### config.mk
export PLATFORM = sky130hd
export DESIGN_NAME = pe_peripherals
export DESIGN_NICKNAME = d
export VERILOG_FILES = /design/src/design/pe_map_pkg.sv /design/src/design/pe_peripherals.sv
export SDC_FILE = /design/constraint.sdc
export NUM_CORES = 1
export LEC_CHECK = 0
export BUFFER_PORTS_ARGS = -buffer_cell sky130_fd_sc_hd__buf_2
export CAP_MARGIN = 40
export CORE_MARGIN = 4
export CORE_UTILIZATION = 56
export DETAILED_ROUTE_END_ITERATION = 16
export PLACE_DENSITY_LB_ADDON = 0.08
export SLEW_MARGIN = 20
export SYNTH_ARGS = -nofsm -noshare
export SYNTH_HDL_FRONTEND = slang
export SYNTH_SLANG_ARGS = --single-unit
### constraint.sdc
create_clock -name clock -period 2 [get_ports clock]
set_input_delay 0.2 -clock clock [delete_from_list [all_inputs] [get_ports clock]]
set_output_delay 0.2 -clock clock [all_outputs]
set_load 0.02 [all_outputs]
### src/boot.hex
// one 32-bit boot word per line, word index 0 upward, unlisted words read as zero
b007005a
b007015b
b0070258
b0070359
b007045e
b007055f
b007065c
b007075d
b0070852
b0070953
b0070a50
b0070b51
b0070c56
b0070d57
b0070e54

### src/design/pe_map_pkg.sv
package pe_map_pkg;

  // ==================================================
  // widths
  // ==================================================
  typedef logic [31:0] word_t;
  typedef logic [31:0] addr_t;
  typedef logic [7:0]  ram_idx_t;   // 256 words
  typedef logic [5:0]  rom_idx_t;   // 64 words
  typedef logic [3:0]  per_off_t;   // byte offset inside the register block
  typedef logic [1:0]  irq_t;       // bit 0 timer, bit 1 dma done

  typedef struct packed {
    logic  en;     // one cycle per access
    logic  we;
    addr_t addr;
    word_t wdata;
  } bus_req_t;

  // ==================================================
  // memory map
  // ==================================================
  localparam addr_t BOOT_START     = 32'h0000_0000;
  localparam addr_t BOOT_END       = 32'h1fff_ffff;
  localparam addr_t RAM_START      = 32'h4000_0000;
  localparam addr_t RAM_END        = 32'h5fff_ffff;
  localparam addr_t PERIPH_START   = 32'he100_0000;
  localparam addr_t PERIPH_END     = 32'hefff_ffff;
  localparam addr_t INTERNAL_START = 32'hf000_0000;
  localparam addr_t INTERNAL_END   = 32'hffff_ffff;

  localparam int    BOOT_WORDS = 64;
  localparam int    RAM_WORDS  = 256;
  localparam string BOOT_FILE  = "/design/src/boot.hex";

  // peripheral registers
  localparam per_off_t REG_GPIO  = 4'h0;
  localparam per_off_t REG_CMP   = 4'h4;
  localparam per_off_t REG_COUNT = 4'h8;
  localparam per_off_t REG_IRQ   = 4'hC;

  localparam int IRQ_TIMER = 0;
  localparam int IRQ_DMA   = 1;

endpackage

### src/design/pe_peripherals.sv
module pe_peripherals
  import pe_map_pkg::*;
(
  input  logic     clock,
  input  logic     rst_n_i,
  input  logic     sel_i,
  input  logic     wr_i,
  input  per_off_t off_i,
  input  word_t    wdata_i,
  output word_t    rdata_o,
  output word_t    gpio_o,
  output logic     timer_irq_o
);

  word_t gpio_q;
  word_t cmp_q;
  word_t count_q;
  logic  irq_q;  // sticky until cleared

  // ==================================================
  // registers and compare timer
  // ==================================================
  always_ff @(posedge clock or negedge rst_n_i) begin
    if (!rst_n_i) begin
      gpio_q  <= '0;
      cmp_q   <= '0;
      count_q <= '0;
      irq_q   <= 1'b0;
    end else begin
      if (sel_i && wr_i && off_i == REG_GPIO) gpio_q <= wdata_i;

      if (sel_i && wr_i && off_i == REG_CMP) begin
        cmp_q   <= wdata_i;
        count_q <= '0;  // new compare value restarts the count
      end else if (cmp_q == '0) begin
        count_q <= '0;  // timer stopped
      end else if (count_q == cmp_q) begin
        count_q <= '0;
      end else begin
        count_q <= count_q + 1'b1;
      end

      // write 1 clears, a match in the same cycle sets again
      if (sel_i && wr_i && off_i == REG_IRQ && wdata_i[0]) irq_q <= 1'b0;
      if (cmp_q != '0 && count_q == cmp_q) irq_q <= 1'b1;
    end
  end

  always_ff @(posedge clock) begin
    if (sel_i && !wr_i) begin
      case (off_i)
        REG_GPIO:  rdata_o <= gpio_q;
        REG_CMP:   rdata_o <= cmp_q;
        REG_COUNT: rdata_o <= count_q;
        REG_IRQ:   rdata_o <= {31'b0, irq_q};
        default:   rdata_o <= '0;
      endcase
    end
  end

  assign gpio_o      = gpio_q;
  assign timer_irq_o = irq_q;

endmodule

After elaboration in Yosys (flattened, before gate mapping)
Index checks and enable logic that the tools add are counted.

Flip-flop bits (word level): 129. Output and inout bits: 65. Logic and storage cells: 28.

Add/sub/neg operators: 1. Equality and inequality tests: 4. Multiplexer cells: 6. Reduce and logical (&&, ||, !) cells: 12.

Operator list (number): $pmux W32 S4 (1); $mux W32 (3); $add A32 B1 Y32 const B (1); $eq A32 B32 Y1 (1); $logic_not A32 Y1 (1); $reduce_bool A32 Y1 (1); $eq A4 B4 Y1 const B (2); $logic_and A1 B1 Y1 (7); $eq A4 B3 Y1 const B (1); $logic_not A4 Y1 (1); $mux W1 (2); $reduce_bool A2 Y1 (1); $logic_not A1 Y1 (1).

Longest topological paths before layout
Word-level depth: 5. Depth in mapped cells: 7. Gate-level depth less buffers: 6.

Worst setup path after synthesis
Ideal clock, no wire load.

Path type: input -> register. Start: input port wr_i. End: register rdata_o[0], enable pin. Setup time: 0.425 ns. Arrival: 1.652 ns. Setup slack: -0.078 ns. Stages: 1. Buffers on the path: 0. Path through: nor2b_1.

Cells in the longest elaborated chain, start to end: 2.

RTL lines: start: declaration (RTL line pe_peripherals.sv:7) `input logic wr_i,`; $logic_not A1 Y1 (RTL line pe_peripherals.sv:50) `if (sel_i && !wr_i) begin`; $logic_and A1 B1 Y1 (RTL line pe_peripherals.sv:50); end signal: assignment (RTL line pe_peripherals.sv:52) `REG_GPIO: rdata_o <= gpio_q;`; end signal: assignment (RTL line pe_peripherals.sv:53) `REG_CMP: rdata_o <= cmp_q;`; end signal: assignment (RTL line pe_peripherals.sv:54) `REG_COUNT: rdata_o <= count_q;`; end: declaration (RTL line pe_peripherals.sv:10) `output word_t rdata_o,`.

Every way passes these cells. A chain may end at the register's enable or synchronous reset.

Worst setup path in the final report
Start: register count_q[5]. End: register count_q[12].

Cells in the longest elaborated chain, start to end: 4. Elaborated cells on any way between the ends: 5. Classes of those cells: add/sub (1); eq/ne (1); mux (3).

RTL lines: start: declaration (RTL line pe_peripherals.sv:17) `word_t count_q;`; start signal: assignment (RTL line pe_peripherals.sv:40) `count_q <= count_q + 1'b1;`; $add A32 B1 Y32 or $eq A32 B32 Y1 (tied branches) (RTL line pe_peripherals.sv:40, pe_peripherals.sv:37); $mux W32 * (RTL line pe_peripherals.sv:37) `end else if (count_q == cmp_q) begin`; $mux W32 * (RTL line pe_peripherals.sv:35) `end else if (cmp_q == '0) begin`; $mux W32 * (RTL line pe_peripherals.sv:32) `if (sel_i && wr_i && off_i == REG_CMP) begin`.

Every way passes the cells marked *; elsewhere a longest branch is shown, timed or not.

==> impl_metrics.toml <==
[worst_setup_path]
reg2regPathDepth = 5
cp_max_fo = 16
crit_type = "flip-flop to flip-flop"
r2r_slack_ns = 0.03
crit_arrival_ns = 2.38
end_kind = "flip-flop"
required_ns = 2.41
worst_setup_path_start_kind = "flip-flop"

[synth]
synth_fp_nets = 544
ys_warn_count = 0
synth_area_leaders = "dfrtp_1, edfxtp_1, mux2_2"
netlist_instances = 503
synth_area_um2 = 6010
synth_area_leader_cell = "dfrtp_1"
seq_area_frac_synth_pct = 56.4
netlist.area_leader.share_pct = 40.4
synth_seq_cells = 129
ys_types = 30
synth.avg_cell_area_um2 = 11.9

[drt]
routed_wl_um = 15200
avgViaCountPerCell = 5.59
firstDrtPassIters = 4
wl_per_cell_um = 18.8
drt_iter0_drc = 288
ant_nets = 0
vias = 4514
drc_errors = 0

[sta]
setup_viol = 0
fmax_mhz = 508
rsz0062_at_grt = "no"
period_needed_ns = 1.97
fin_crit_sh_pct = 98.5
hold_violations = 0
slew-limit-headroom_pct = 62.3
finalSetupTns_ns = 0
finalClockSkew_ns = 0.00754
slew_violations = 0
tightestPinTransition_ns = 0.565

[die]
dieArea_um2 = 12500
fp.dieH_um = 112
io_pins = 105
core_um2 = 10400
dieWidth_um = 112
start_util_pct = 58.0
row_count = 37

[cells_and_area]
final_common_cell = "buf_2"
area_growth_syn_to_layout_pct = 28.9
fin_nets = 701
final_cell_mix = "buf_2, dfrtp_1, nand2_1, mux2_2, nor2_1"
drive_gt1_share_pct = 34.7
fillCellCount = 723
n_antenna_cell = 0

[clocking]
post_cts_buffers = 0
cts-htree-levels = 4
clkLatencyLatePin_ns = 0.53
cts_buffers = 17
cts-root-buf = "clkbuf_8"
clk_pin_slew_ns = 0.06
clkSinkCount = 129
clockBufferDepth = 2
cts_tree = "built"

[global_route]
antenna_found_initial = 0
grt_pass1_vias = 4702
gr-total-overflow = 0
grt_max_degree = 98
grtUsageTotal_pct = 26.0
grt_first_pass_wirelength_um = 25300

[power]
leakagePower_nw = 3.56
total_power_mw = 7.99
ir_drop_mv = 0.570
power_density_nw_per_um2 = 1030

[placed_design]
gp_congestion = 0.936
dp_hpwl_um = 9730
io_buffers = 104

[hold_path]
whs_path_depth = 4
hp-class = "input pin to flip-flop"

[run]
drv_cap = 0

[outcome]
status = "complete, no violations"
## synth_stat cells
master / n
a211o_4: 1
a22oi_1: 32
and3_1: 6
and4_1: 3
buf_2: 7
buf_4: 4
buf_6: 6
clkbuf_1: 9
clkbuf_2: 3
dfrtp_1: 97
edfxtp_1: 32
ha_1: 1
inv_1: 2
mux2_1: 3
mux2_2: 61
nand2_1: 73
nand3_1: 18
nand4_1: 22
nor2_1: 40
nor2b_1: 1
nor3_1: 2
nor3_2: 1
nor4_1: 10
nor4_2: 1
nor4_4: 2
nor4b_4: 1
o21ai_0: 2
or2_2: 1
xnor2_1: 38
xor2_1: 24
## critical path: stages, from the launching register on
cell,delay (ns)
dfrtp_1,0.47
xnor2_1,0.34
nand4_1,0.24
nor4_4,0.39
a211o_4,0.33
nor2_1,0.09
## area by class of cell
| cell class | count | area [µm²] | area share, % |
|---|---|---|---|
| Tap cell | 136 | 170 | 2.20 |
| Timing Repair Buffer | 166 | 1120 | 14.5 |
| Multi-Input combinational cell | 344 | 2480 | 32.0 |
| Inverter | 2 | 7.51 | 0.0969 |
| Sequential cell | 129 | 3390 | 43.7 |
| Clock inverter | 7 | 109 | 1.40 |
| Clock buffer | 24 | 470 | 6.07 |
## registers in the layout, summed over array words and instances (netlist names)
signal / flops
cmp_q: 32
timer_irq_o: 1
rdata_o: 32
count_q: 32
gpio_o: 32
## logic make-up (layout without fill, tap and decap cells)
kind of cell / count (synthesis) / count (layout) / synth area share (%)
buffers and inverters: 31 / 199 / 3.14
muxes: 64 / 64 / 12.0
DFF: 129 / 129 / 56.4
and+or+nand+nor: 181 / 181 / 14.8
xor gates and xnor gates: 62 / 62 / 9.03
adders and majority gates: 1 / 1 / 0.208
AOI/OAI and AO/OA: 35 / 36 / 4.45
## worst paths after layout
| kind | from | endpoint |
|---|---|---|
| setup / recovery | count_q[5] | count_q[12] |
| hold / removal | sel_i | timer_irq_o |
| setup reg to reg | count_q[5] | count_q[12] |
| hold reg to reg | gpio_o[30] | gpio_o[30] |
| max in group asynchronous | rst_n_i | cmp_q[14] |
| min in group asynchronous | rst_n_i | gpio_o[10] |
## power by group
| part | total (mW) | leakage, nW | switching [mW] | internal [mW] |
|---|---|---|---|---|
| logic | 1.45 | 1.70 | 0.767 | 0.683 |
| registers | 3.48 | 1.58 | 0.412 | 3.07 |
| clock network | 3.06 | 0.286 | 1.08 | 1.98 |
| total | 7.99 | 3.56 | 2.26 | 5.73 |
## timing repair
item                       in CTS  in global routing
hold buffers                   33                  0
cloned                          1                  0
gates resized for setup         2                  3
setup endpoints to repair      32                 32
hold endpoints to repair      161                  0
pin swaps                       1                  0
## metal layers
layer,GRT usage (%),share of wire [%],vias to the layer above
met2,41.2,48,142
met3,7.12,6.2,21
li1,-,-,2109
met4,8.68,1.5,0
met5,0,0,-
met1,34.9,44,2242
## through the flow
step	cells	hold WS [ns]	util (%)	worst slack, ns	cell area [µm²]
after detailed placement	743	0.301	65.5	-0.108	6800
after CTS	808	0.0251	74.5	0.00318	7730
final	808	0.0417	74.7	0.0301	7750
after floorplan	503	-0.0956	-	0.378	6010
after global placement	743	0.300	65.5	-0.103	6800
after global routing	808	0.0874	74.7	0.0180	7750
Note: power is estimated with default switching activity, not from simulation.
