`src/boot.hex`:
```
// one 32-bit boot word per line, word index 0 upward, unlisted words read as zero
b007005a
b007015b
b0070258
b0070359
b007045e
b007055f
b007065c
b007075d
b0070852
b0070953
b0070a50
b0070b51
b0070c56
b0070d57
b0070e54

```
`src/design/pe_map_pkg.sv`:
```
package pe_map_pkg;

  // ==================================================
  // widths
  // ==================================================
  typedef logic [31:0] word_t;
  typedef logic [31:0] addr_t;
  typedef logic [7:0]  ram_idx_t;   // 256 words
  typedef logic [5:0]  rom_idx_t;   // 64 words
  typedef logic [3:0]  per_off_t;   // byte offset inside the register block
  typedef logic [1:0]  irq_t;       // bit 0 timer, bit 1 dma done

  typedef struct packed {
    logic  en;     // one cycle per access
    logic  we;
    addr_t addr;
    word_t wdata;
  } bus_req_t;

  // ==================================================
  // memory map
  // ==================================================
  localparam addr_t BOOT_START     = 32'h0000_0000;
  localparam addr_t BOOT_END       = 32'h1fff_ffff;
  localparam addr_t RAM_START      = 32'h4000_0000;
  localparam addr_t RAM_END        = 32'h5fff_ffff;
  localparam addr_t PERIPH_START   = 32'he100_0000;
  localparam addr_t PERIPH_END     = 32'hefff_ffff;
  localparam addr_t INTERNAL_START = 32'hf000_0000;
  localparam addr_t INTERNAL_END   = 32'hffff_ffff;

  localparam int    BOOT_WORDS = 64;
  localparam int    RAM_WORDS  = 256;
  localparam string BOOT_FILE  = "/design/src/boot.hex";

  // peripheral registers
  localparam per_off_t REG_GPIO  = 4'h0;
  localparam per_off_t REG_CMP   = 4'h4;
  localparam per_off_t REG_COUNT = 4'h8;
  localparam per_off_t REG_IRQ   = 4'hC;

  localparam int IRQ_TIMER = 0;
  localparam int IRQ_DMA   = 1;

endpackage

```
`src/design/pe_bus_decoder.sv`:
```
module pe_bus_decoder
  import pe_map_pkg::*;
(
  input  logic     clock,
  input  logic     rst_n_i,
  input  bus_req_t bus_req_i,
  output rom_idx_t rom_idx_o,
  output logic     rom_en_o,
  output ram_idx_t ram_idx_o,
  output logic     ram_we_o,
  output word_t    ram_wdata_o,
  output logic     per_sel_o,
  output logic     per_wr_o,
  output per_off_t per_off_o,
  output word_t    per_wdata_o,
  output logic     dma_sel_o,
  output logic     dma_wr_o,
  input  word_t    rom_rdata_i,
  input  word_t    ram_rdata_i,
  input  word_t    per_rdata_i,
  input  word_t    dma_status_i,
  output word_t    rdata_o,
  output logic     illegal_o
);

  addr_t addr;
  logic  hit_rom, hit_ram, hit_per, hit_dma, hit_any;
  logic  rd_rom_q, rd_ram_q, rd_per_q, rd_dma_q; // region of the previous read
  logic  illegal_q;
  word_t dma_status_q;

  // ==================================================
  // region decode
  // ==================================================
  assign addr    = bus_req_i.addr;
  assign hit_rom = bus_req_i.en && addr >= BOOT_START && addr <= BOOT_END;
  assign hit_ram = bus_req_i.en && addr >= RAM_START && addr <= RAM_END;
  assign hit_per = bus_req_i.en && addr >= PERIPH_START && addr <= PERIPH_END;
  assign hit_dma = bus_req_i.en && addr >= INTERNAL_START && addr <= INTERNAL_END;
  assign hit_any = hit_rom || hit_ram || hit_per || hit_dma;

  // word aligned, masked to each region
  assign rom_idx_o   = addr[2 +: $bits(rom_idx_t)];
  assign rom_en_o    = hit_rom && !bus_req_i.we;  // writes to rom are dropped
  assign ram_idx_o   = addr[2 +: $bits(ram_idx_t)];
  assign ram_we_o    = hit_ram && bus_req_i.we;
  assign ram_wdata_o = bus_req_i.wdata;
  assign per_sel_o   = hit_per;
  assign per_wr_o    = hit_per && bus_req_i.we;
  assign per_off_o   = {addr[3:2], 2'b00};
  assign per_wdata_o = bus_req_i.wdata;
  assign dma_sel_o   = hit_dma;
  assign dma_wr_o    = hit_dma && bus_req_i.we;

  // ==================================================
  // read return, one cycle later
  // ==================================================
  always_ff @(posedge clock or negedge rst_n_i) begin
    if (!rst_n_i) begin
      rd_rom_q  <= 1'b0;
      rd_ram_q  <= 1'b0;
      rd_per_q  <= 1'b0;
      rd_dma_q  <= 1'b0;
      illegal_q <= 1'b0;
    end else begin
      rd_rom_q  <= hit_rom && !bus_req_i.we;
      rd_ram_q  <= hit_ram && !bus_req_i.we;
      rd_per_q  <= hit_per && !bus_req_i.we;
      rd_dma_q  <= hit_dma && !bus_req_i.we;
      illegal_q <= bus_req_i.en && !hit_any; // one-cycle pulse
    end
  end

  // dma status is combinational at the source
  always_ff @(posedge clock) begin
    if (hit_dma) dma_status_q <= dma_status_i;
  end

  always_comb begin
    rdata_o = '0;  // writes and unmapped reads return zero
    if (rd_rom_q)      rdata_o = rom_rdata_i;
    else if (rd_ram_q) rdata_o = ram_rdata_i;
    else if (rd_per_q) rdata_o = per_rdata_i;
    else if (rd_dma_q) rdata_o = dma_status_q;
  end

  assign illegal_o = illegal_q;

endmodule

```
`config.mk`:
```
export PLATFORM = sky130hd
export DESIGN_NAME = pe_bus_decoder
export DESIGN_NICKNAME = d
export VERILOG_FILES = /design/src/design/pe_map_pkg.sv /design/src/design/pe_bus_decoder.sv
export SDC_FILE = /design/constraint.sdc
export NUM_CORES = 1
export LEC_CHECK = 0
export BUFFER_PORTS_ARGS = -buffer_cell sky130_fd_sc_hd__buf_2
export CORE_AREA = 4 4 121 123
export DETAILED_ROUTE_END_ITERATION = 10
export DIE_AREA = 0 0 125 127
export PLACE_DENSITY_LB_ADDON = 0.25
export RECOVER_POWER = 50
export SLEW_MARGIN = 30
export SYNTH_ARGS = -nofsm -noshare
export SYNTH_HDL_FRONTEND = slang
export SYNTH_SLANG_ARGS = --single-unit
```
`constraint.sdc`:
```
create_clock -name clock -period 1.9 [get_ports clock]
set_input_delay 0.19 -clock clock [delete_from_list [all_inputs] [get_ports clock]]
set_output_delay 0.19 -clock clock [all_outputs]
set_load 0.005 [all_outputs]
```
Yosys cells after proc, flatten, opt, wreduce, memory -nomap -nowiden:

Index checks and enable logic that the tools add are counted.

* reductions and logical operators: 21
* bitwise logic cells: 0
* $add $sub $neg: 0
* eq/ne operators: 0
* $lt $le $gt $ge: 8
* divide/modulo/power cells: 0
* multiplexer cells: 4
* multipliers: 0
* shift operators: 0

Operators with widths (count)
* 32-bit two-way mux: 4
* 32-bit greater-or-equal comparator (second input constant): 2
* 32-bit <= comparator (second input constant): 2
* 32-bit by 1-bit greater-or-equal comparator with 1-bit output (second input constant): 1
* 32-bit by 31-bit greater-or-equal comparator with 1-bit output (second input constant): 1
* 32-bit by 29-bit <= comparator with 1-bit output (second input constant): 1
* 32-bit by 31-bit <= comparator with 1-bit output (second input constant): 1
* 1-bit logical AND: 16
* 1-bit logical OR: 3
* 1-bit zero test: 2

* output and inout bits: 121
* flip-flop bits (word level): 37
* logic and storage cells: 39
* input port bits: 196
* ROM bits: 0
* memories: 0
* RAM bits: 0
* bits in latches: 0

Logic depth before layout (Yosys ltp):

* word-level depth: 8
* mapped depth: 5
* depth with buffers taken out: 3

Worst setup path after synthesis:

No wires, ideal clock.

* path kind: in2reg
* start: in bus_req_i[65] (netlist name)
* end: reg dma_status_q[0] (enable)
* path slack: -364 ps
* stages on the path: 2
* data required time: 1476 ps
* buffers on the path: 0
* setup time: 424 ps
* data arrival time: 1839 ps
* path through: nand4_1 > nor2_1

* cells in the longest elaborated chain, start to end: 2

RTL lines
* start: declaration: line pe_bus_decoder.sv:6 `input bus_req_t bus_req_i,`
* 1-bit logical AND (2 in a row): line pe_bus_decoder.sv:39 `assign hit_dma = bus_req_i.en && addr >= INTERNAL_START && addr <= INTERNAL_END;`
* via dma_sel_o: line pe_bus_decoder.sv:16 `output logic dma_sel_o,`
* end signal: assignment: line pe_bus_decoder.sv:76 `if (hit_dma) dma_status_q <= dma_status_i;`
* end: declaration: line pe_bus_decoder.sv:30 `word_t dma_status_q;`

The timed path passes the listed nets, and every way through them passes these cells.
A chain may end at the register's enable or synchronous reset.

Worst setup path after layout:

* start: reg rd_per_q
* end: out rdata_o[3]

* cells in the longest elaborated chain, start to end: 3

RTL lines
* start: declaration: line pe_bus_decoder.sv:28 `logic rd_rom_q, rd_ram_q, rd_per_q, rd_dma_q;`
* start signal: assignment: line pe_bus_decoder.sv:68 `rd_per_q <= hit_per && !bus_req_i.we;`
* 32-bit two-way mux: line pe_bus_decoder.sv:83 `else if (rd_per_q) rdata_o = per_rdata_i;`
* 32-bit two-way mux: line pe_bus_decoder.sv:82 `else if (rd_ram_q) rdata_o = ram_rdata_i;`
* 32-bit two-way mux: line pe_bus_decoder.sv:81 `if (rd_rom_q) rdata_o = rom_rdata_i;`
* end: declaration: line pe_bus_decoder.sv:22 `output word_t rdata_o,`

No other way between the ends.

==> metrics.txt <==
GP Congestion=around 0.78; syn avg cell area=10.72 um^2; clock sinks=37; Seq pwr share=roughly 45%; total number of vias=about 2300; Max VDD drop=0.0003977 V; Port Buffers=178; NetSw=around 440 uW; status=complete, no violations; hold path depth=1; Synth top area share=between 30% and 40%; die width=approximately 130 um; 1st-pass router iterations=4; # Post-CTS Setup Buffers=0; DR vias/cell=roughly 4.3; clock share of power=41.3%; clk buf depth=2; Clock H-tree levels=2; largest net degree at the start of global routing=33; total power=around 2.0 mW; GRT Total Usage=11.80%; Hold Fails Final Rpt=0; total gr overflow=0; CP required=1.71 ns; Setup CP Type=reg -> out; slowest cell delay on critical path=0.42 ns; worst slew pin tran=between 0.5 and 0.6 ns; Worst setup SP type=flip-flop; PwrDens=591.9 nW/um^2; combinational share of power=roughly 14%; WL/cell=roughly 18 um; starting density of the core=20.09%; Hold Crit Class=in -> reg; top area cells in the synthesized netlist=edfxtp_1 35%, buf_4 23%, a22oi_2 9.1%, o22ai_1 7.1%, a21oi_2 6.4%; antenna violations before repair=0; Highest Clock Rate=between 500 and 600 MHz; leakage=between 1 and 1.5 nW; most frequent cells in the layout=178 x buf_2, 32 x edfxtp_1, 31 x o22ai_1; worst path cell trace=buf_4 -> a22oi_1 -> a21oi_1 -> buf_2; crit end category=output pin; flops & latches, synth=37; fin crit period=between 1.5 and 2 ns; I/O Pins=between 300 and 400; CP Max Fanout=22; CTS tree=done; Hold Startpoint=dma_status_i[21]; Mapped Cells=around 260; Core ar.=13670 um^2; hold endpoint=dma_status_q[21]$_DFFE_PP_; switching share of power=around 22%; Post-Syn Area=about 2700 um^2; routed wire length=~9.9 mm; Antenna Nets Post-Route=0; clock slew seen by the registers of the worst setup and hold paths=0.06 ns; Max-Cap Viols=0; Critical Path AT=roughly 1.5 ns; Internal=1.582 mW; Ys Warns=0; post-DP HPWL=8.054 mm; die footprint=about 16000 um^2; CP max-delay cell=dfrtp_1; Synth area leader=edfxtp_1; Rows=43; Setup crit start=rd_per_q$_DFF_PN0_; final count of pins violating max slew=0; CTS Buf Count=5; cell family with most CP delay=buffers and inverters; # diodes=0; RSZ-0062 raised after global routing=no; most common cell after layout, fill and taps aside=buf_2; global-route wire length before repair=14.30 mm; Yosys cell types=29; setup tns final=0 ns; share of post-route cells with drive strength above 1=between 60% and 70%; fin nets=551; area delta synth->final=24.52%; vias in the first global route=around 2500; Final Setup Violations=0; sequential share of the synthesized area=39.56%; Buf/Inv on CP=2; Slew headroom=64.67%; Root Buffer=clkbuf_16; drt drc=0; Util after Layout=approximately 25%; Die Height=approximately 130 um; fin crit share=about nine tenths; initial drt markers=slightly above 60
-- worst max path at each step --
stage | end | slack (ns) | cells after the start
after floorplan | dma_status_q[0]$_DFFE_PP_ | 0.18 | 2
after global placement | rdata_o[3] | 0.43 | 5
after detailed placement | rdata_o[3] | 0.43 | 5
after CTS | rdata_o[3] | 0.11 | 5
after global routing | rdata_o[13] | 0.05 | 4
final | rdata_o[3] | 0.21 | 4
-- state kept, by name, summed over array words and instances, names as in the netlist --
name	flops
dma_status_q	32
illegal_o	1
rd_dma_q	1
rd_per_q	1
rd_ram_q	1
rd_rom_q	1
-- cell families after synthesis --
logic type | synth area share (%)
compound gates | 28.26
buf+inv | 26.85
flops | 39.56
other cells | 0.1366
simple gates | 5.196
-- final cells by class --
class,count,area (um^2)
inverter,3,11.26
multi-input combinational,119,940.9
clock inverter,1,7.507
clock buffer,7,142.6
tap,180,225.2
sequential,37,1086
fill,1515,10250
timing repair buffer,189,1005
-- through the flow --
step	area, um^2	cells	hold WS (ns)	setup WS [ns]
finish	3418	536	0.07784	0.2093
global route	3418	536	0.06356	0.04878
CTS	3415	536	0.06278	0.1123
detailed placement	3254	527	0.01552	0.4302
global placement	3254	527	0.01736	0.4272
floorplan	2751	257	-0.1056	0.1789
-- power by group through the flow --
stage	registers [mW]	logic, mW	clock network (mW)
after detailed placement	0.924	0.281	0
after global placement	0.924	0.278	0
after global routing	0.908	0.312	0.911
after CTS	0.908	0.284	0.876
after floorplan	0.923	0.218	0
final	0.908	0.279	0.836
-- metal layers --
layer / vias up / track usage, % / wire (um)
met5: - / 0.6192 / 0
met4: 0 / 6.824 / 447
met3: 43 / 4.306 / 977
met2: 152 / 22.05 / 5303
met1: 1027 / 11.01 / 3125
li1: 1080 / - / -
-- repair_timing --
action,CTS,global route
endpoints found under the hold margin,5,0
hold buffers,1,0
gates resized for setup,0,1
setup endpoints to repair,0,1
-- Yosys cell counts, drive strengths merged --
cell type and n:
or3b 1, inv 3, o22ai 31, nand2b 1
edfxtp 32, nor4 3, and3 1, nand2 2
conb 1, a22oi 31, a31oi 1, o21ai 1
buf 98, nor4b 1, a21o 1, nand4 1
dfrtp 5, or2 1, nand3b 1, a21oi 31
nor2 2, nor3 5, nor2b 1, nand3 1
No activity file was read; power rests on OpenSTA's default activity.
