File: src/boot.hex
// one 32-bit boot word per line, word index 0 upward, unlisted words read as zero
b007005a
b007015b
b0070258
b0070359
b007045e
b007055f
b007065c
b007075d
b0070852
b0070953
b0070a50
b0070b51
b0070c56
b0070d57
b0070e54

File: src/design/pe_map_pkg.sv
package pe_map_pkg;

  // ==================================================
  // widths
  // ==================================================
  typedef logic [31:0] word_t;
  typedef logic [31:0] addr_t;
  typedef logic [7:0]  ram_idx_t;   // 256 words
  typedef logic [5:0]  rom_idx_t;   // 64 words
  typedef logic [3:0]  per_off_t;   // byte offset inside the register block
  typedef logic [1:0]  irq_t;       // bit 0 timer, bit 1 dma done

  typedef struct packed {
    logic  en;     // one cycle per access
    logic  we;
    addr_t addr;
    word_t wdata;
  } bus_req_t;

  // ==================================================
  // memory map
  // ==================================================
  localparam addr_t BOOT_START     = 32'h0000_0000;
  localparam addr_t BOOT_END       = 32'h1fff_ffff;
  localparam addr_t RAM_START      = 32'h4000_0000;
  localparam addr_t RAM_END        = 32'h5fff_ffff;
  localparam addr_t PERIPH_START   = 32'he100_0000;
  localparam addr_t PERIPH_END     = 32'hefff_ffff;
  localparam addr_t INTERNAL_START = 32'hf000_0000;
  localparam addr_t INTERNAL_END   = 32'hffff_ffff;

  localparam int    BOOT_WORDS = 64;
  localparam int    RAM_WORDS  = 256;
  localparam string BOOT_FILE  = "/design/src/boot.hex";

  // peripheral registers
  localparam per_off_t REG_GPIO  = 4'h0;
  localparam per_off_t REG_CMP   = 4'h4;
  localparam per_off_t REG_COUNT = 4'h8;
  localparam per_off_t REG_IRQ   = 4'hC;

  localparam int IRQ_TIMER = 0;
  localparam int IRQ_DMA   = 1;

endpackage

File: src/design/pe_noc_pkg.sv
package pe_noc_pkg;

  // ==================================================
  // local port of the router
  // ==================================================
  typedef logic [31:0] flit_t;

  // first flit of every packet
  typedef struct packed {
    logic [15:0] length;     // payload flits that follow
    logic [15:0] word_addr;  // ram word index of the first payload flit
  } dma_header_t;

  // receiver fsm
  typedef enum logic [1:0] {
    IDLE  = 2'd0,  // waiting for a header
    WRITE = 2'd1,  // payload flits go to ram
    DONE  = 2'd2   // packet complete, credit held low
  } dma_state_e;

  localparam int STATUS_DONE_BIT = 0;
  localparam int STATUS_CNT_LSB  = 16;

endpackage

File: src/design/pe_flit_dma.sv
module pe_flit_dma
  import pe_map_pkg::*;
  import pe_noc_pkg::*;
(
  input  logic     clock,
  input  logic     rst_n_i,
  input  logic     flit_valid_i,
  input  flit_t    flit_i,
  output logic     credit_o,
  output ram_idx_t ram_idx_o,
  output logic     ram_we_o,
  output word_t    ram_wdata_o,
  input  logic     sel_i,
  input  logic     wr_i,
  output word_t    status_o,
  output logic     done_irq_o
);

  dma_state_e  state_q;
  dma_header_t hdr;
  ram_idx_t    idx_q;       // next ram word to write
  logic [15:0] rx_left_q;   // payload flits still expected
  logic [15:0] wr_cnt_q;    // payload flits written so far
  logic        wr_q;        // pending write, one cycle after arrival
  word_t       wdata_q;

  assign hdr = dma_header_t'(flit_i);

  // ==================================================
  // receiver fsm
  // ==================================================
  always_ff @(posedge clock or negedge rst_n_i) begin
    if (!rst_n_i) begin
      state_q   <= IDLE;
      idx_q     <= '0;
      rx_left_q <= '0;
      wr_cnt_q  <= '0;
      wr_q      <= 1'b0;
    end else begin
      wr_q <= 1'b0;
      case (state_q)
        IDLE: begin
          if (flit_valid_i) begin
            idx_q     <= hdr.word_addr[$bits(ram_idx_t)-1:0]; // wraps at RAM_WORDS
            rx_left_q <= hdr.length;
            wr_cnt_q  <= '0;
            state_q   <= (hdr.length == '0) ? DONE : WRITE;
          end
        end
        WRITE: begin
          if (flit_valid_i && rx_left_q != '0) begin
            wr_q      <= 1'b1;
            rx_left_q <= rx_left_q - 1'b1;
          end
          if (wr_q) begin
            idx_q    <= idx_q + 1'b1;
            wr_cnt_q <= wr_cnt_q + 1'b1;
            if (rx_left_q == '0) state_q <= DONE; // last payload written
          end
        end
        DONE: begin
          if (sel_i && wr_i) state_q <= IDLE;     // any status write
        end
        default: state_q <= IDLE;
      endcase
    end
  end

  always_ff @(posedge clock) begin
    if (flit_valid_i) wdata_q <= flit_i;
  end

  // credit only while a flit can still be taken
  assign credit_o    = (state_q == IDLE) || (state_q == WRITE && rx_left_q != '0);
  assign ram_idx_o   = idx_q;
  assign ram_we_o    = wr_q;
  assign ram_wdata_o = wdata_q;
  assign done_irq_o  = (state_q == DONE);

  always_comb begin
    status_o = '0;
    status_o[STATUS_DONE_BIT] = done_irq_o;
    status_o[STATUS_CNT_LSB +: 16] = wr_cnt_q;
  end

endmodule

File: config.mk
export PLATFORM = sky130hd
export DESIGN_NAME = pe_flit_dma
export DESIGN_NICKNAME = d
export VERILOG_FILES = /design/src/design/pe_map_pkg.sv /design/src/design/pe_noc_pkg.sv /design/src/design/pe_flit_dma.sv
export SDC_FILE = /design/constraint.sdc
export NUM_CORES = 1
export LEC_CHECK = 0
export ABC_AREA = 1
export ABC_CLOCK_PERIOD_IN_PS = 1600
export BUFFER_PORTS_ARGS = -buffer_cell sky130_fd_sc_hd__clkbuf_2
export CAP_MARGIN = 20
export CORE_AREA = 10 10 103 105
export CTS_CLUSTER_SIZE = 40
export DETAILED_ROUTE_END_ITERATION = 10
export DIE_AREA = 0 0 113 115
export HOLD_SLACK_MARGIN = 0.03
export PLACE_DENSITY = 0.74
export SLEW_MARGIN = 10
export SYNTH_ARGS = -nofsm -noshare
export SYNTH_HDL_FRONTEND = slang
export SYNTH_SLANG_ARGS = --single-unit
File: constraint.sdc
create_clock -name clock -period 1.6 [get_ports clock]
set_input_delay 0 -clock clock [delete_from_list [all_inputs] [get_ports clock]]
set_output_delay 0 -clock clock [all_outputs]
set_load 0.05 [all_outputs]
* Word level (Yosys, flattened, before mapping)
Index checks and enable logic that the tools add are counted.
** Cells by class
- Add/sub/neg operators :: 3
- $mul :: 0
- Divide/modulo/power cells :: 0
- Magnitude comparators :: 0
- Eq/ne operators :: 7
- Shifts and indexed selects :: 0
- Multiplexer cells :: 17
- Bitwise gates (word level) :: 0
- Reduce and logical (&&, ||, !) cells :: 12
** Operators with widths (number)
- $mux W16 :: 4
- $pmux W16 S2 :: 2
- $logic_not A16 Y1 :: 2
- $add A16 B1 Y16 const B :: 1
- $mux W8 :: 2
- $pmux W8 S2 :: 1
- $reduce_bool A16 Y1 :: 1
- $sub A16 B1 Y16 const B :: 1
- $mux W2 :: 5
- $add A8 B1 Y8 const B :: 1
- $ne A2 B2 Y1 const B :: 4
- $pmux W2 S3 :: 1
- $reduce_and A3 Y1 :: 2
- $reduce_and A4 Y1 :: 1
- $logic_and A1 B1 Y1 :: 3
- $eq A2 B1 Y1 const B :: 1
- $eq A2 B2 Y1 const B :: 1
- $logic_not A2 Y1 :: 1
- $mux W1 :: 2
- $ne A2 B1 Y1 const B :: 1
- $reduce_bool A2 Y1 :: 1
- $logic_or A1 B1 Y1 :: 1
** Storage, ports and cells
- Register bits after elaboration :: 75
- Bits in latches :: 0
- RAM bits :: 0
- Bits in read-only memories :: 0
- Input port bits :: 37
- Output and inout port bits :: 75
- Logic and storage cells :: 45
- Memories :: 0

* Depth between registers and ports, before layout
Gate-level depths: netlist of run 1.
- Word-level depth :: 4
- Depth in mapped cells :: 12
- Gate-level depth less buffers :: 11

* Worst setup path before layout of run 1
Ideal clock, no wire load.
- Path type :: register -> register
- Start point :: register state_q[1]
- End point :: register state_q[1]
- Setup time :: 0.122 ns
- Arrival :: 1.682 ns
- Data required time :: 1.478 ns
- Slack :: -0.204 ns
- Cell stages (with the launch flop) :: 8
- Path buffers :: 0
- Period minus slack after synthesis :: 1.804 ns
- Path through :: dfrtp_1 -> inv_1 -> nor2_1 -> nand2_1 -> o21ai_1 -> a21oi_1 -> nand2_1 -> a21oi_1
** Between the ends
- Longest elaborated chain between the ends :: 3
- Elaborated cells on any way between the ends :: 9
- Those cells by class :: 6 x eq/ne; 1 x mux; 2 x reduce/logical
** RTL lines
- start: declaration :: RTL line pe_flit_dma.sv:19 : dma_state_e state_q;
- start signal: assignment :: RTL line pe_flit_dma.sv:47 : state_q <= (hdr.length == '0) ? DONE : WRITE;
- $eq A2 B2 Y1 *
- via done_irq_o :: RTL line pe_flit_dma.sv:16 : output logic done_irq_o
- $ne A2 B1 Y1 (no line)
- $reduce_and A4 Y1 (no line)
The timed path passes the listed nets; every way through them passes the cells marked *.
A chain may end at the register's enable or synchronous reset.

* Worst setup path after layout of run 1
- Start point :: register rx_left_q[0]
- End point :: output port credit_o
** Between the ends
- Longest elaborated chain between the ends :: 3
** RTL lines
- start: declaration :: RTL line pe_flit_dma.sv:22 : logic [15:0] rx_left_q;
- start signal: assignment :: RTL line pe_flit_dma.sv:45 : rx_left_q <= hdr.length;
- start signal: assignment :: RTL line pe_flit_dma.sv:53 : rx_left_q <= rx_left_q - 1'b1;
- $reduce_bool A16 Y1 :: RTL line pe_flit_dma.sv:74 : assign credit_o = (state_q == IDLE) || (state_q == WRITE && rx_left_q != '0);
- $logic_and A1 B1 Y1 :: RTL line pe_flit_dma.sv:74
- $logic_or A1 B1 Y1 :: RTL line pe_flit_dma.sv:74
- end: declaration :: RTL line pe_flit_dma.sv:9 : output logic credit_o,
No other way between the ends.

==> results.py, run 1 <==
metrics = {
    "die": {
        "placeableCoreArea_um2": 8551,
        "die_area_um2": 13000,
        "rows": 34,
        "die_h_um": 115,
        "num_io_pins": 112,
        "die_w_um": 113,
        "start_util": 0.4568,
    },
    "synth": {
        "netlist_area_um2": 3906,
        "ys_warn_count": 0,
        "yosysSeqAreaShare": 0.5215,
        "syn-instance-count": 464,
        "synth_top_area_cell": "dfrtp_1",
        "synth.area.top_cells": "dfrtp_1, edfxtp_1, nand2_1",
        "synth_edf_count": 32,
        "synth_flop_cell": "dfrtp_1",
        "syn_avg_cell_area_um2": 8.419,
        "netlist.area_leader.share": 0.2755,
        "synth-async-reset-ratio": 0.5733,
        "synth_cell_types": 31,
        "ys_seq_elements": 75,
    },
    "routing": {
        "wl_um": 10840,
        "first_pass_iters": 5,
        "vias": 3613,
        "wire_per_inst_um": 14.85,
        "drt-initial-drc-count": 249,
        "drc": 0,
        "via_per_inst": 4.949,
        "antenna_left": 0,
    },
    "power_and_ir_drop": {
        "switching_share": 0.4686,
        "internal-power_uw": 4609,
        "power_frac_clock": 0.172,
        "p_sw_uw": 4064,
        "p_per_area_nw_per_um2": 1668,
        "cellLeakagePower_uw": 0.002540,
        "seqPwrFrac": 0.329,
        "ir_worst_vdd_mv": 1.170,
        "combinationalPowerShare": 0.499,
    },
    "global_route": {
        "grt.total_usage": 0.1672,
        "first_global_vias": 3771,
        "grt_max_degree": 44,
        "antenna_found_initial": 0,
        "globalRouteOverflowTotal": 0,
        "grt_pass1_wl_um": 18110,
    },
    "placement": {
        "placedCellCount": 674,
        "portBuffers": 96,
        "gp_congestion": 0.8942,
        "pre_cts_slack_ns": -0.01585,
        "dp.final_hpwl_um": 7771,
    },
    "timing": {
        "fin_ws_ns": 0.005856,
        "tightestPinTransition_ns": 0.5864,
        "rsz0062_at_grt": "true",
        "fmax_mhz": 627.3,
        "finalSetupViolCount": 0,
        "drv_slew": 0,
        "finalCriticalPeriod_ns": 1.594,
        "setup_tns_ns": 0,
        "clock_skew_ns": 0.01071,
        "slew_headroom": 0.6090,
        "hold_viol": 0,
        "period_share": 0.9963,
        "hold_slack_ns": 0.1425,
    },
    "critical_path": {
        "rr_worst_depth": 11,
        "path_class": "reg -> out",
        "crit_path_max_fanout": 2,
        "crit_arrival_ns": 1.59,
        "worst_setup_path_start_kind": "register",
        "end_kind": "primary output",
        "required_ns": 1.60,
    },
    "cells_and_area": {
        "layout_common_cells": "nand2_1, clkbuf_2, nor2_1, dfrtp_1, dlygate4sd3_1",
        "stdcell_count": 730,
        "nNetsFinal": 657,
        "drive_gt1_frac": 0.2958,
        "layout_commonest_cell": "nand2_1",
        "area_growth_pct": 33.12,
        "antenna-diode-count": 0,
    },
    "worst_hold_path": {
        "min_path_type": "in -> reg",
        "holdPathStages": 1,
    },
    "flow_run": {
        "maxCapViolCount": 0,
    },
    "clock_network": {
        "cts_max_path_buffers": 2,
        "clock-sinks": 75,
        "insertion_delay_ns": 0.35,
        "cts_buffers": 9,
        "htree_num_levels": 3,
        "clkTransAtPathRegs_ns": 0.08,
        "cts_tree": "yes",
        "cts_root_buffer": "clkbuf_8",
    },
    "outcome": {
        "status": "completed",
    },
}
power groups by stage:
stage | logic, uW | registers [uW] | clock network, uW
floorplan | 2320 | 3480 | 0
global placement | 3850 | 2830 | 0
detailed placement | 3930 | 2860 | 0
CTS | 4240 | 2820 | 1510
global route | 4810 | 2900 | 1600
finish | 4330 | 2850 | 1490
worst paths after layout:
| check | startpoint | end | slack (ns) |
|---|---|---|---|
| min in group asynchronous | rst_n_i | wr_cnt_q[11] | 0.28 |
| worst max-delay path | rx_left_q[0] | credit_o | 0.006 |
| max in group asynchronous | rst_n_i | wr_cnt_q[7] | 0.89 |
| worst max register to register | rx_left_q[0] | rx_left_q[1] | 0.05 |
| worst min register to register | wr_cnt_q[3] | wr_cnt_q[3] | 0.49 |
| worst min-delay path | flit_valid_i | ram_wdata_o[18] | 0.14 |
cell families (layout without fill, tap and decap cells):
logic type                 Yosys count  count (layout)  share of synthesized area
and+or+nand+nor                    265             265                     0.3008
DFF                                 75              75                     0.5215
buffers and inverters               64             208                    0.09032
AOI/OAI and AO/OA                   54              54                    0.07239
adders and majority gates            3               3                   0.009610
xor gates and xnor gates             2               2                   0.004485
other                                1              15                  0.0009600
routing by layer:
| layer | part of all wire | up-vias | wire [um] | GRT usage |
|---|---|---|---|---|
| li1 | - | 1784 | - | - |
| met1 | 0.45 | 1683 | 4824 | 0.2093 |
| met4 | 0.016 | 0 | 177 | 0.05922 |
| met5 | 0 | - | 0 | 0 |
| met2 | 0.46 | 132 | 5029 | 0.2792 |
| met3 | 0.074 | 14 | 806 | 0.03646 |
registers in the layout (all words and copies together), names as in the netlist:
| name | count |
|---|---|
| state_q | 2 |
| ram_we_o | 1 |
| rx_left_q | 16 |
| ram_idx_o | 8 |
| wr_cnt_q | 16 |
| ram_wdata_o | 32 |
cell usage after synthesis, types with 2 or more instances:
master,n
a21oi_1,16
a31oi_1,3
buf_2,3
buf_4,19
buf_6,5
dfrtp_1,43
edfxtp_1,32
ha_1,3
inv_1,31
inv_2,6
nand2_1,151
nand2_2,2
nand2_4,7
nand3_1,27
nand4_1,6
nor2_1,55
nor2_2,4
nor2_4,2
nor3_1,3
nor3_2,2
o211ai_1,2
o21ai_0,22
o21ai_1,9
or2_2,3
xor2_1,2
repair_timing:
item / in CTS / in global routing
endpoints found under the hold margin: 92 / 0
endpoints found under the setup margin: 11 / 18
buffers inserted: 7 / 0
gates resized for setup: 6 / 15
pin swaps: 4 / 1
hold buffers: 33 / 0
layout make-up:
cell class / count / area, um^2
clock inverters: 7 / 76.32
flip-flops and latches: 75 / 2048
clock buffers: 9 / 123.9
well taps: 108 / 135.1
repair buffers: 155 / 1033
multi-input cells: 339 / 1639
fillers: 757 / 3351
inverters: 37 / 143.9
critical path: stages (launching register included):
cell	delay (ns)
dfrtp_1	0.41
inv_2	0.09
ha_4	0.15
nand3_4	0.09
nor2_4	0.11
nand2_2	0.08
nand2_4	0.10
nand2_8	0.06
clkbuf_16	0.17
metrics by stage:
| stage | total power [uW] | utilization | instance area (um^2) |
|---|---|---|---|
| finish | 8673 | 0.6081 | 5200 |
| global route | 9312 | 0.6081 | 5200 |
| CTS | 8573 | 0.6024 | 5151 |
| detailed placement | 6789 | 0.5304 | 4536 |
| global placement | 6678 | 0.5304 | 4536 |
| floorplan | 5801 | - | 3991 |
Power figures use the tool's default switching activity.
==> run 2, diff against run 1 <==
- CORE_AREA: 10 10 103 105 -> 2 2 95 97
- DIE_AREA: 0 0 113 115 -> 0 0 97 99
- REMOVE_ABC_BUFFERS: default -> 1
==> run 2 against run 1 <==
  * Routed wire length down 13%
  * Non-clock buffer count down 6
  * First-iteration DRC count down 31%
  * Via count down 0.72%
  * Die area down 26%
  * Power down 3.7%
  * Count of clock-buffer cells in the layout up 3
  * Worst hold slack better by 0.010 ns
  * Setup slack better by 0.0094 ns
  * Sequential share of layout area up 0.26 points
  * Final cell count down 0.96%
  * Critical path depth unchanged
  * Critical endpoint unchanged
==> results.py, run 2 (synthesized netlist as in run 1, its figures left out) <==
metrics = {
    "outcome": {
        "status": "completed",
    },
    "cells_and_area": {
        "fillerInstances": 746,
        "post-route-cell-area_um2": 5137,
        "drive_gt1_frac": 0.2667,
        "nNetsFinal": 651,
        "layout_commonest_cell": "nand2_1",
        "layout_common_cells": "nand2_1, clkbuf_2, nor2_1, dfrtp_1, dlygate4sd3_1",
        "antenna-diode-count": 0,
        "stdcell_count": 723,
        "area_growth_pct": 31.52,
        "final_util": 0.6008,
        "largest_reg_flops": 32,
    },
    "power_and_ir_drop": {
        "switching_share": 0.4596,
        "power_frac_clock": 0.165,
        "ir_worst_vdd_mv": 0.8119,
        "combinationalPowerShare": 0.492,
        "internal-power_uw": 4514,
        "cellLeakagePower_uw": 0.002540,
        "seqPwrFrac": 0.343,
        "total_power_uw": 8353,
        "p_sw_uw": 3840,
        "p_per_area_nw_per_um2": 1626,
    },
    "global_route": {
        "globalRouteOverflowTotal": 0,
        "grt_pass1_wl_um": 15840,
        "antenna_found_initial": 0,
        "first_global_vias": 3375,
        "grt_max_degree": 25,
        "grt.total_usage": 0.2035,
    },
    "routing": {
        "drt-initial-drc-count": 171,
        "wl_met1_um": 4388,
        "routed.top_layer": "met4",
        "first_pass_iters": 5,
        "wl_um": 9401,
        "drc": 0,
        "wl_met3_um": 577,
        "vias": 3587,
        "wire_per_inst_um": 13.00,
        "via_per_inst": 4.961,
        "met2_length_um": 4244,
        "antenna_left": 0,
    },
    "die": {
        "die_area_um2": 9603,
        "die_w_um": 97,
        "rows": 34,
        "num_io_pins": 112,
        "start_util": 0.4568,
        "die_h_um": 99,
        "placeableCoreArea_um2": 8551,
    },
    "worst_hold_path": {
        "min_path_type": "in -> reg",
    },
    "timing": {
        "finalSetupViolCount": 0,
        "period_share": 0.9904,
        "fmax_mhz": 631.0,
        "finalCriticalPeriod_ns": 1.585,
        "clock_skew_ns": 0.01123,
        "rsz0062_at_grt": "true",
        "slew_headroom": 0.5935,
        "drv_slew": 0,
        "hold_viol": 0,
        "tightestPinTransition_ns": 0.6097,
    },
    "clock_network": {
        "clkTransAtPathRegs_ns": 0.07,
        "htree_num_levels": 3,
        "insertion_delay_ns": 0.35,
        "cts_tree": "yes",
        "cts_max_path_buffers": 2,
        "cts_root_buffer": "clkbuf_8",
        "cts_buffers": 9,
        "clock-sinks": 75,
    },
    "placement": {
        "gp_congestion": 0.9038,
        "dp.final_hpwl_um": 6822,
        "place_area_um2": 4513,
        "placedCellCount": 672,
        "portBuffers": 96,
    },
    "critical_path": {
        "crit_arrival_ns": 1.58,
        "required_ns": 1.60,
        "end_kind": "primary output",
        "worst_setup_path_start_kind": "register",
        "path_class": "reg -> out",
        "crit_path_max_fanout": 3,
    },
    "flow_run": {
        "maxCapViolCount": 0,
    },
}
run 2: cell count changes in the layout (fill, tap and decap cells not counted), moves of 3 or more:
| cell | change |
|---|---|
| buf_12 | +3 |
| buf_4 | -8 |
| clkbuf_1 | +3 |
| dfrtp_1 | +9 |
| dfrtp_2 | -9 |
| nor2_1 | +3 |
run 2: cell type report:
cell class	count	area, um^2	area share
Timing Repair Buffer	149	1022	0.1990
Clock buffer	12	135.1	0.02630
Sequential cell	75	2037	0.3965
Clock inverter	3	40.04	0.007793
Tap cell	108	135.1	0.02630
Inverter	37	143.9	0.02801
Multi-Input combinational cell	339	1624	0.3161
run 2: final timing paths:
path | from | to | slack, ns | cells past startpoint
min in group asynchronous | rst_n_i | rx_left_q[2] | 0.20 | 2
worst min-delay path | flit_valid_i | ram_we_o | 0.15 | 4
worst min register to register | rx_left_q[1] | rx_left_q[1] | 0.51 | 2
worst max-delay path | rx_left_q[0] | credit_o | 0.02 | 8
worst max register to register | rx_left_q[0] | rx_left_q[6] | 0.07 | 11
max in group asynchronous | rst_n_i | wr_cnt_q[4] | 0.85 | 3
run 2: metal layers:
metal / global-route usage / up-vias
li1: - / 1769
met1: 0.2790 / 1674
met4: 0.08451 / 0
met2: 0.3189 / 130
met5: 0 / -
met3: 0.03972 / 14
run 2: timing repair:
item,in CTS,in global routing
setup buffers,1,2
endpoints found under the hold margin,72,0
resized for setup,8,12
setup endpoints to repair,5,24
hold buffers,33,0
pin swaps,1,1
run 2: worst max-delay path, stage by stage (launching register included):
cell	delay [ns]
dfrtp_1	0.41
inv_2	0.10
ha_4	0.15
nand3_4	0.09
nor2_4	0.10
nand2_2	0.07
nand2_4	0.08
nand2_4	0.06
clkbuf_16	0.17
run 2: power groups by stage:
stage / clock network [uW] / registers [uW] / logic, uW
after floorplan: 0 / 3470 / 2010
after global placement: 0 / 2860 / 3700
after detailed placement: 0 / 2880 / 3760
after CTS: 1420 / 2850 / 3970
after global routing: 1480 / 2920 / 4540
final: 1380 / 2860 / 4110
run 2: per-stage QoR:
stage / worst slack (ns) / TNS, ns / hold slack (ns)
6_report: 0.01528 / 0 / 0.1526
4_1_cts: 0.008688 / 0 / 0.1438
5_1_grt: -0.06264 / -0.1952 / 0.1642
2_1_floorplan: -0.7995 / -3.372 / -0.2956
3_5_place_dp: 0.006663 / 0 / 0.04110
3_3_place_gp: 0.08605 / 0 / 0.02770
